==> src/jtag_pkg.sv <==
//**************************************************
// jtag debug port package
// widths, device id, tap states and instruction codes
//**************************************************
package jtag_pkg;

    localparam int pkt_w       = 32;          // core packet payload
    localparam int ctrl_w      = 8;           // free-form ctrl inputs
    localparam int stat_w      = 8;           // free-form status outputs
    localparam int ir_w        = 4;           // instruction register
    localparam int idcode_w    = 32;
    localparam int data_dr_w   = pkt_w + 1;   // payload plus valid flag in bit 0
    localparam int status_dr_w = 16;

    localparam logic [idcode_w-1:0] idcode_value = 32'h2c5e_a0d3; // lsb must be 1
    localparam logic [ir_w-1:0]     ir_capture   = 4'b0001;        // loaded in capture_ir

    typedef enum logic [3:0] {
        test_logic_reset,
        run_test_idle,
        select_dr,
        capture_dr,
        shift_dr,
        exit1_dr,
        pause_dr,
        exit2_dr,
        update_dr,
        select_ir,
        capture_ir,
        shift_ir,
        exit1_ir,
        pause_ir,
        exit2_ir,
        update_ir
    } tap_state_t;

    // unlisted codes fall back to bypass
    typedef enum logic [ir_w-1:0] {
        instr_idcode = 4'd1,
        instr_data   = 4'd8,
        instr_status = 4'd9,
        instr_bypass = 4'd15
    } jtag_instr_t;

endpackage

==> src/jtag_dr_if.sv <==
//**************************************************
// data register traffic between the tap and the
// packet bridge / status register blocks
//**************************************************
`timescale 1ns/1ns

interface jtag_dr_if import jtag_pkg::*; ();

    logic        capture;      // capture_dr, one clk pulse
    logic        shift;        // shift_dr, one clk pulse
    logic        update;       // update_dr, one clk pulse
    jtag_instr_t instr;        // current ir
    logic        tdi;
    logic        data_tdo;     // lsb of DATA register
    logic        status_tdo;   // lsb of STATUS register

    modport tap (
        output capture, shift, update, instr, tdi,
        input  data_tdo, status_tdo
    );

    modport bridge (
        input  capture, shift, update, instr, tdi,
        output data_tdo
    );

    modport regs (
        input  capture, shift, update, instr, tdi,
        output status_tdo
    );

endinterface

==> src/jtag_scan_if.sv <==
//**************************************************
// jtag scan events, sampler to tap
//**************************************************
`timescale 1ns/1ns

interface jtag_scan_if ();

    logic tck_rise;    // one clk pulse per tck rising edge
    logic tck_fall;    // one clk pulse per tck falling edge
    logic tms;         // synchronized level
    logic tdi;         // synchronized level
    logic trst_seen;   // synchronized trst level

    modport sampler (
        output tck_rise,
        output tck_fall,
        output tms,
        output tdi,
        output trst_seen
    );

    modport tap (
        input tck_rise,
        input tck_fall,
        input tms,
        input tdi,
        input trst_seen
    );

endinterface

==> src/jtag_packet_bridge.sv <==
//**************************************************
// jtag packet bridge
// DATA register, one-entry tx buffer, rx output
//**************************************************
`timescale 1ns/1ns

module jtag_packet_bridge import jtag_pkg::*; (
    input  logic             clk,
    input  logic             rst,
    jtag_dr_if.bridge        dr,
    input  logic [pkt_w-1:0] tx_data,
    input  logic             tx_valid,
    output logic             tx_ready,
    output logic [pkt_w-1:0] rx_data,
    output logic             rx_valid,
    input  logic             rx_ready,
    output logic             rx_drop
);

    logic [pkt_w-1:0]     tx_buf;
    logic                 tx_full;
    logic [data_dr_w-1:0] data_sr;    // {packet, flag}
    logic                 sel;        // DATA instruction active
    logic                 cap;
    logic                 upd_pkt;    // update with flag set
    logic                 rx_load;

    assign sel      = (dr.instr == instr_data);
    assign cap      = sel && dr.capture;
    assign upd_pkt  = sel && dr.update && data_sr[0];
    assign rx_drop  = upd_pkt && rx_valid && !rx_ready;   // rx still occupied
    assign rx_load  = upd_pkt && !rx_drop;
    assign tx_ready = !tx_full;

    assign dr.data_tdo = data_sr[0];

    always_ff @(posedge clk)
    begin
        if (rst)
            tx_full <= 1'b0;
        else if (tx_valid && tx_ready)
            tx_full <= 1'b1;
        else if (cap)
            tx_full <= 1'b0;       // packet moved into DATA register
    end

    always_ff @(posedge clk)
    begin
        if (tx_valid && tx_ready)
            tx_buf <= tx_data;
    end

    // shifts toward lsb, tdi enters at the top
    always_ff @(posedge clk)
    begin
        if (cap)
            data_sr <= tx_full ? {tx_buf, 1'b1} : '0;
        else if (sel && dr.shift)
            data_sr <= {dr.tdi, data_sr[data_dr_w-1:1]};
    end

    always_ff @(posedge clk)
    begin
        if (rst)
            rx_valid <= 1'b0;
        else if (rx_load)
            rx_valid <= 1'b1;
        else if (rx_ready)
            rx_valid <= 1'b0;
    end

    always_ff @(posedge clk)
    begin
        if (rx_load)
            rx_data <= data_sr[data_dr_w-1:1];   // held while rx_valid waits
    end

endmodule

==> src/jtag_pin_sampler.sv <==
//**************************************************
// jtag pin sampler
// two-flop sync of the pins into clk, tck edge pulses
//**************************************************
`timescale 1ns/1ns

module jtag_pin_sampler (
    input  logic clk,
    input  logic rst,
    input  logic tck,
    input  logic tms,
    input  logic tdi,
    input  logic trst,
    jtag_scan_if.sampler scan
);

    logic [3:0] pin_meta;   // {trst, tdi, tms, tck}, first stage
    logic [3:0] pin_sync;   // second stage
    logic       tck_prev;   // last synced tck for edge detect

    always_ff @(posedge clk)
    begin
        if (rst)
        begin
            pin_meta      <= '0;
            pin_sync      <= '0;
            tck_prev      <= 1'b0;
            scan.tck_rise <= 1'b0;
            scan.tck_fall <= 1'b0;
        end
        else
        begin
            pin_meta      <= {trst, tdi, tms, tck};
            pin_sync      <= pin_meta;
            tck_prev      <= pin_sync[0];
            scan.tck_rise <= pin_sync[0] & ~tck_prev;   // 3 clk after pin
            scan.tck_fall <= ~pin_sync[0] & tck_prev;
        end
    end

    assign scan.tms       = pin_sync[1];   // stable well before tck rise
    assign scan.tdi       = pin_sync[2];
    assign scan.trst_seen = pin_sync[3];

endmodule

==> src/jtag_status_regs.sv <==
//**************************************************
// jtag status registers
// STATUS scan register, status outputs, overflow flag
//**************************************************
`timescale 1ns/1ns

module jtag_status_regs import jtag_pkg::*; (
    input  logic              clk,
    input  logic              rst,
    jtag_dr_if.regs           dr,
    input  logic [ctrl_w-1:0] ctrl,
    input  logic              tx_full,
    input  logic              rx_valid,
    input  logic              rx_drop,
    output logic [stat_w-1:0] status
);

    logic [status_dr_w-1:0] status_sr;
    logic                   overflow;    // sticky, set by dropped rx packet
    logic                   sel;
    logic                   upd;

    assign sel = (dr.instr == instr_status);
    assign upd = sel && dr.update;

    assign dr.status_tdo = status_sr[0];

    // capture layout {0, rx_valid, tx_full, overflow, ctrl}
    always_ff @(posedge clk)
    begin
        if (sel && dr.capture)
            status_sr <= {{(status_dr_w-ctrl_w-3){1'b0}}, rx_valid, tx_full, overflow, ctrl};
        else if (sel && dr.shift)
            status_sr <= {dr.tdi, status_sr[status_dr_w-1:1]};
    end

    always_ff @(posedge clk)
    begin
        if (rst)
            status <= '0;
        else if (upd)
            status <= status_sr[stat_w-1:0];
    end

    always_ff @(posedge clk)
    begin
        if (rst)
            overflow <= 1'b0;
        else if (rx_drop)
            overflow <= 1'b1;                    // new drop wins over clear
        else if (upd && status_sr[ctrl_w])
            overflow <= 1'b0;
    end

endmodule

==> src/jtag_tap.sv <==
//**************************************************
// jtag tap controller
// 16-state fsm, ir, idcode and bypass registers,
// dr strobes and the tdo mux
//**************************************************
`timescale 1ns/1ns

module jtag_tap import jtag_pkg::*; (
    input  logic clk,
    input  logic rst,
    jtag_scan_if.tap scan,
    jtag_dr_if.tap   dr,
    output logic tdo
);

    tap_state_t            state;
    tap_state_t            next_state;
    jtag_instr_t           ir;          // active instruction
    logic [ir_w-1:0]       ir_sr;       // ir shift stage
    logic [idcode_w-1:0]   idcode_sr;
    logic                  bypass_q;
    logic                  dr_bit;      // lsb of selected dr

    // standard 1149.1 transitions, sampled on tck rise
    always_comb
    begin
        case (state)
            test_logic_reset: next_state = scan.tms ? test_logic_reset : run_test_idle;
            run_test_idle:    next_state = scan.tms ? select_dr : run_test_idle;
            select_dr:        next_state = scan.tms ? select_ir : capture_dr;
            capture_dr:       next_state = scan.tms ? exit1_dr : shift_dr;
            shift_dr:         next_state = scan.tms ? exit1_dr : shift_dr;
            exit1_dr:         next_state = scan.tms ? update_dr : pause_dr;
            pause_dr:         next_state = scan.tms ? exit2_dr : pause_dr;
            exit2_dr:         next_state = scan.tms ? update_dr : shift_dr;
            update_dr:        next_state = scan.tms ? select_dr : run_test_idle;
            select_ir:        next_state = scan.tms ? test_logic_reset : capture_ir;
            capture_ir:       next_state = scan.tms ? exit1_ir : shift_ir;
            shift_ir:         next_state = scan.tms ? exit1_ir : shift_ir;
            exit1_ir:         next_state = scan.tms ? update_ir : pause_ir;
            pause_ir:         next_state = scan.tms ? exit2_ir : pause_ir;
            exit2_ir:         next_state = scan.tms ? update_ir : shift_ir;
            update_ir:        next_state = scan.tms ? select_dr : run_test_idle;
            default:          next_state = test_logic_reset;
        endcase
    end

    always_ff @(posedge clk)
    begin
        if (rst || scan.trst_seen)
        begin
            state <= test_logic_reset;
            ir    <= instr_idcode;
        end
        else if (scan.tck_rise)
        begin
            state <= next_state;
            if (state == test_logic_reset)
                ir <= instr_idcode;             // five tms-high rises land here
            else if (state == update_ir)
                ir <= jtag_instr_t'(ir_sr);    // unknown codes act as bypass
        end
    end

    // ir, idcode and bypass shift stages, acted on in the state being left
    always_ff @(posedge clk)
    begin
        if (scan.tck_rise)
        begin
            case (state)
                capture_ir: ir_sr <= ir_capture;
                shift_ir:   ir_sr <= {scan.tdi, ir_sr[ir_w-1:1]};
                capture_dr:
                begin
                    idcode_sr <= idcode_value;
                    bypass_q  <= 1'b0;            // first bypass bit out is 0
                end
                shift_dr:
                begin
                    idcode_sr <= {scan.tdi, idcode_sr[idcode_w-1:1]};
                    bypass_q  <= scan.tdi;
                end
                default: ;
            endcase
        end
    end

    assign dr.capture = scan.tck_rise && (state == capture_dr);
    assign dr.shift   = scan.tck_rise && (state == shift_dr);
    assign dr.update  = scan.tck_rise && (state == update_dr);
    assign dr.instr   = ir;
    assign dr.tdi     = scan.tdi;

    always_comb
    begin
        case (ir)
            instr_idcode: dr_bit = idcode_sr[0];
            instr_data:   dr_bit = dr.data_tdo;
            instr_status: dr_bit = dr.status_tdo;
            instr_bypass: dr_bit = bypass_q;
            default:      dr_bit = bypass_q;
        endcase
    end

    // tdo changes after tck fall, zero outside the shift states
    always_ff @(posedge clk)
    begin
        if (rst)
            tdo <= 1'b0;
        else if (scan.tck_fall)
        begin
            if (state == shift_ir)
                tdo <= ir_sr[0];
            else if (state == shift_dr)
                tdo <= dr_bit;
            else
                tdo <= 1'b0;
        end
    end

endmodule

==> src/jtag_top.sv <==
//**************************************************
// jtag debug port, device side
// pins to tap, packet stream and status vectors
//**************************************************
`timescale 1ns/1ns

module jtag_top import jtag_pkg::*; (
    input  logic              clk,
    input  logic              rst,
    input  logic              tck,
    input  logic              tms,
    input  logic              tdi,
    input  logic              trst,
    input  logic [ctrl_w-1:0] ctrl,
    input  logic [pkt_w-1:0]  tx_data,
    input  logic              tx_valid,
    input  logic              rx_ready,
    output logic              tdo,
    output logic [stat_w-1:0] status,
    output logic              tx_ready,
    output logic [pkt_w-1:0]  rx_data,
    output logic              rx_valid
);

    jtag_scan_if scan_bus ();
    jtag_dr_if   dr_bus ();

    logic tx_full;
    logic rx_drop;   // bridge to overflow flag

    assign tx_full = ~tx_ready;

    jtag_pin_sampler i_pin_sampler (
        .clk  (clk),
        .rst  (rst),
        .tck  (tck),
        .tms  (tms),
        .tdi  (tdi),
        .trst (trst),
        .scan (scan_bus.sampler)
    );

    jtag_tap i_tap (
        .clk  (clk),
        .rst  (rst),
        .scan (scan_bus.tap),
        .dr   (dr_bus.tap),
        .tdo  (tdo)
    );

    jtag_packet_bridge i_packet_bridge (
        .clk      (clk),
        .rst      (rst),
        .dr       (dr_bus.bridge),
        .tx_data  (tx_data),
        .tx_valid (tx_valid),
        .tx_ready (tx_ready),
        .rx_data  (rx_data),
        .rx_valid (rx_valid),
        .rx_ready (rx_ready),
        .rx_drop  (rx_drop)
    );

    jtag_status_regs i_status_regs (
        .clk      (clk),
        .rst      (rst),
        .dr       (dr_bus.regs),
        .ctrl     (ctrl),
        .tx_full  (tx_full),
        .rx_valid (rx_valid),
        .rx_drop  (rx_drop),
        .status   (status)
    );

endmodule

==> config.mk <==
export PLATFORM = sky130hd
export DESIGN_NAME = jtag_top
export DESIGN_NICKNAME = d
export VERILOG_FILES = /design/src/jtag_pkg.sv /design/src/jtag_dr_if.sv /design/src/jtag_scan_if.sv /design/src/jtag_packet_bridge.sv /design/src/jtag_pin_sampler.sv /design/src/jtag_status_regs.sv /design/src/jtag_tap.sv /design/src/jtag_top.sv
export SDC_FILE = /design/constraint.sdc
export NUM_CORES = 1
export LEC_CHECK = 0
export BUFFER_PORTS_ARGS = -buffer_cell sky130_fd_sc_hd__buf_2
export CAP_MARGIN = 30
export CORE_ASPECT_RATIO = 0.6
export CORE_MARGIN = 2
export CORE_UTILIZATION = 50
export DETAILED_ROUTE_END_ITERATION = 10
export GPL_TIMING_DRIVEN = 0
export PLACE_DENSITY_LB_ADDON = 0.15
export REMOVE_ABC_BUFFERS = 1
export SKIP_CTS_REPAIR_TIMING = 1
export SLEW_MARGIN = 0
export SYNTH_ARGS = -nofsm -noshare
export SYNTH_HDL_FRONTEND = slang
export SYNTH_SLANG_ARGS = --single-unit
==> constraint.sdc <==
create_clock -name clk -period 4.25 [get_ports clk]
set_clock_uncertainty 0.2 [all_clocks]
set_input_delay 0.425 -clock clk [delete_from_list [all_inputs] [get_ports clk]]
set_output_delay 0.425 -clock clk [all_outputs]
set_load 0.01 [all_outputs]
==> summary.txt <==
Layout
  – Antenna cell count: 0
  – Layout cell share with drive strength beyond 1: between 20% and 30%
  – Final design utilization: 62.9%
  – Final Net Count: 653
  – Area growth from synthesis to layout: 23.9%

Route
  – First-pass iteration count of the detailed router: 5
  – Post-route ant nets: 0
  – DR vias: 4000
  – DR top layer: met4
  – WL met1: just over 6000 um
  – Wire per inst: roughly 16 um
  – Via/cell ratio: 5.05
  – Met3 routed WL: 690 um
  – DRC: 0
  – DR WL met2: approximately 5500 um
  – Initial drt markers: 239
  – Drt total wl: around 13000 um

Placement
  – HPWL Detailed: a little under 8000 um
  – Port bufs: 90
  – Gpl congestion: 0.781

Critical path
  – Reg2reg setup slack: 1.25 ns
  – Critical Path Max Stage Delay: 0.82 ns
  – Reg2reg start: i_tap.state[0]
  – Crit path cell chain: nand2_1 > o22ai_1 > nand2b_1 > nor3b_2 > buf_4
  – R2r worst-path depth: 5
  – Worst Setup End Kind: flip-flop
  – Crit-path max FO: 18
  – Crit path DAT: 2.91 ns
  – CP Launch Type: flip-flop
  – Type of the worst setup path: flip-flop to flip-flop
  – End of the worst register-to-register path: i_packet_bridge.data_sr[32]
  – CP max-delay cell: nor3b_2
  – Req. time, crit path: 4.16 ns

Min path
  – Endpoint, Worst Hold: i_pin_sampler.pin_meta[0]
  – Worst hold stages: 2
  – Hold path startpoint: tck
  – Worst hold path type: input port to flip-flop

Die
  – Rows: 33
  – Area of the core: 0.0135 mm2
  – I/O pin count: 91
  – Die area: 0.0147 mm2
  – Die outline height: approximately 95 um
  – Die Width: about 160 um
  – Initial core utilization: about half

STA
  – Slew margin rel.: 37.7%
  – Fmax: 333 MHz
  – Hold slack: 0.0128 ns
  – Minimum clock period: 3.00 ns
  – Final hold violation count: 0
  – Final period utilization: 70.7%
  – RSZ-0062 raised after global routing: no
  – Worst-margin pin slew: 0.930 ns
  – # setup viols final: 0
  – Max-slew violations: 0
  – Setup TNS: 0 ns

Global routing
  – Total GRT Usage: 17.6%
  – Vias in the first global route: 3777
  – Global-route wire length before repair: 19600 um
  – Largest net degree at the start of global routing: 34
  – Antenna violations before repair: 0
  – Grt total ovfl: 0

Power
  – Worst VDD drop: around 0.28 mV
  – Lkg Pwr: 0.00333 uW
  – Power per cell area: around 430 mW/mm2

Synth
  – Top cells by area, synth: edfxtp_1, dfxtp_1, o21ai_0, nand3_1, mux2i_1
  – Synth async-reset ratio: 0%
  – Syn_area_per_cell: 14.2 um2
  – Syn Inst Count: 484
  – Sequential fraction of the synthesis area: 73.9%
  – Ys flop type: edfxtp_1
  – Post-synth EDFFs: 145
  – Synthesized flop and latch total: approximately 180
  – Yosys top cell by area: edfxtp_1
  – Yosys top cell area share: about 63%
  – Post-synthesis cell type count: 47
  – Synthesized area: 0.00687 mm2
  – Synth warn: 0

Clock network
  – Clk buf depth: 2
  – Sinks on Clock Net: 181
  – CTS HTree Levels: 4
  – Clock slew at reported path FFs: 0.07 ns
  – CTS buffer count: 17
  – CTS tree: done
  – Root Buffer: clkbuf_16
  – Clk Latency, worst-skew pair: around 0.42 ns

Run status
  – Status: completed

Flow run
  – Max-cap violations: 0
-- registers in the layout, indices dropped and copies added, names as in the netlist --
signal	count
i_packet_bridge.data_sr	33
i_packet_bridge.rx_data	32
i_packet_bridge.tx_buf	32
i_tap.idcode_sr	32
i_status_regs.status_sr	16
i_status_regs.status	8
i_pin_sampler.pin_meta	4
i_pin_sampler.pin_sync	4
i_tap.dr.instr	4
i_tap.ir_sr	4
i_tap.state	4
i_packet_bridge.rx_valid	1
i_packet_bridge.tx_full	1
i_pin_sampler.scan.tck_fall	1
i_pin_sampler.scan.tck_rise	1
i_pin_sampler.tck_prev	1
i_status_regs.overflow	1
i_tap.bypass_q	1
i_tap.tdo	1
-- synth_stat cells, types with 2 or more instances --
| cell type | count |
|---|---|
| inv_1 | 36 |
| clkbuf_1 | 17 |
| buf_4 | 7 |
| o21ai_0 | 39 |
| a21oi_1 | 8 |
| mux2i_1 | 16 |
| o21ai_1 | 4 |
| mux2_1 | 4 |
| nor2_1 | 22 |
| nor3_1 | 9 |
| mux2_2 | 8 |
| edfxtp_1 | 145 |
| nor2b_1 | 16 |
| nand2b_1 | 19 |
| dfxtp_1 | 36 |
| and2_1 | 21 |
| o21a_1 | 2 |
| buf_2 | 3 |
| nor3b_1 | 4 |
| nand2_1 | 4 |
| a22oi_1 | 3 |
| nand3_1 | 36 |
-- area by class of cell --
| type | count | area [um2] |
|---|---|---|
| well taps | 175 | 219 |
| clock buffers | 19 | 433 |
| fillers | 1029 | 5030 |
| multi-input cells | 238 | 1540 |
| flip-flops and latches | 181 | 5070 |
| inverters | 36 | 135 |
| repair buffers | 131 | 941 |
| clock inverters | 12 | 170 |
-- per-layer routing --
layer  vias to the layer above  track usage, %
met5                         -               0
met4                         0            6.04
met3                        12            5.51
met2                       118            26.3
met1                      1898            24.6
li1                       1972               -
-- kinds of logic after synthesis --
kind of cell           synth area share, %
AND/OR/NAND/NOR                       12.6
buffers and inverters                 4.11
flip-flops                            73.9
AO/OA/AOI/OAI                         5.04
multiplexers                          4.30
XOR/XNOR                             0.127
-- cell usage in the layout, fill, tap and decap left out, drive strengths merged, types with 2 or more instances in the layout --
cell type	synthesis	routed
dfxtp	36	36
nor3b	5	5
inv	36	40
and2	21	21
nor2	23	23
dlygate4sd3	0	33
buf	11	98
edfxtp	145	145
nor3	9	9
nor4b	2	2
nand2	4	4
clkinv	0	4
a22oi	3	3
bufinv	0	3
nand3	37	37
nand2b	19	19
clkbuf	18	19
mux2	12	12
a21oi	8	8
o21a	2	2
o21ai	43	43
nor2b	16	16
mux2i	16	16
or2	2	2
-- critical path, delay by kind of cell, from the launching register on --
kind / cells / cell delay [ns]
AO/OA/AOI/OAI: 1 / 0.20
buffers and inverters: 1 / 0.36
flip-flops: 1 / 0.75
AND/OR/NAND/NOR: 3 / 1.17
-- where the power goes --
| group | switching (uW) | leakage, uW | total [uW] | internal, uW |
|---|---|---|---|---|
| combinational | 34.0 | 0.00140 | 82.0 | 48.0 |
| sequential | 13.5 | 0.00164 | 1930 | 1920 |
| clock | 672 | 0.000291 | 1610 | 936 |
| total | 720 | 0.00333 | 3620 | 2900 |
-- metrics by stage --
step	setup WS [ns]	power, uW	std cells	area, um2
2_1_floorplan	0.0955	1980	455	6720
3_3_place_gp	-1.47	2020	720	7390
3_5_place_dp	1.20	2030	728	7580
4_1_cts	1.21	3630	759	8180
5_1_grt	1.02	3730	792	8510
6_report	1.25	3620	792	8510
-- how the worst max path moves through the flow --
stage	depth (start not counted)	slack, ns	endpoint	from
2_1_floorplan	4	0.1	i_packet_bridge.data_sr[0]	i_tap.state[0]
3_3_place_gp	4	-1.47	i_packet_bridge.data_sr[22]	i_tap.state[0]
3_5_place_dp	5	1.20	i_packet_bridge.data_sr[22]	i_tap.state[1]
4_1_cts	5	1.21	i_packet_bridge.data_sr[26]	i_tap.state[1]
5_1_grt	5	1.02	i_packet_bridge.data_sr[26]	i_tap.state[1]
6_report	5	1.25	i_packet_bridge.data_sr[32]	i_tap.state[0]
No activity file was read; power rests on OpenSTA's default activity.
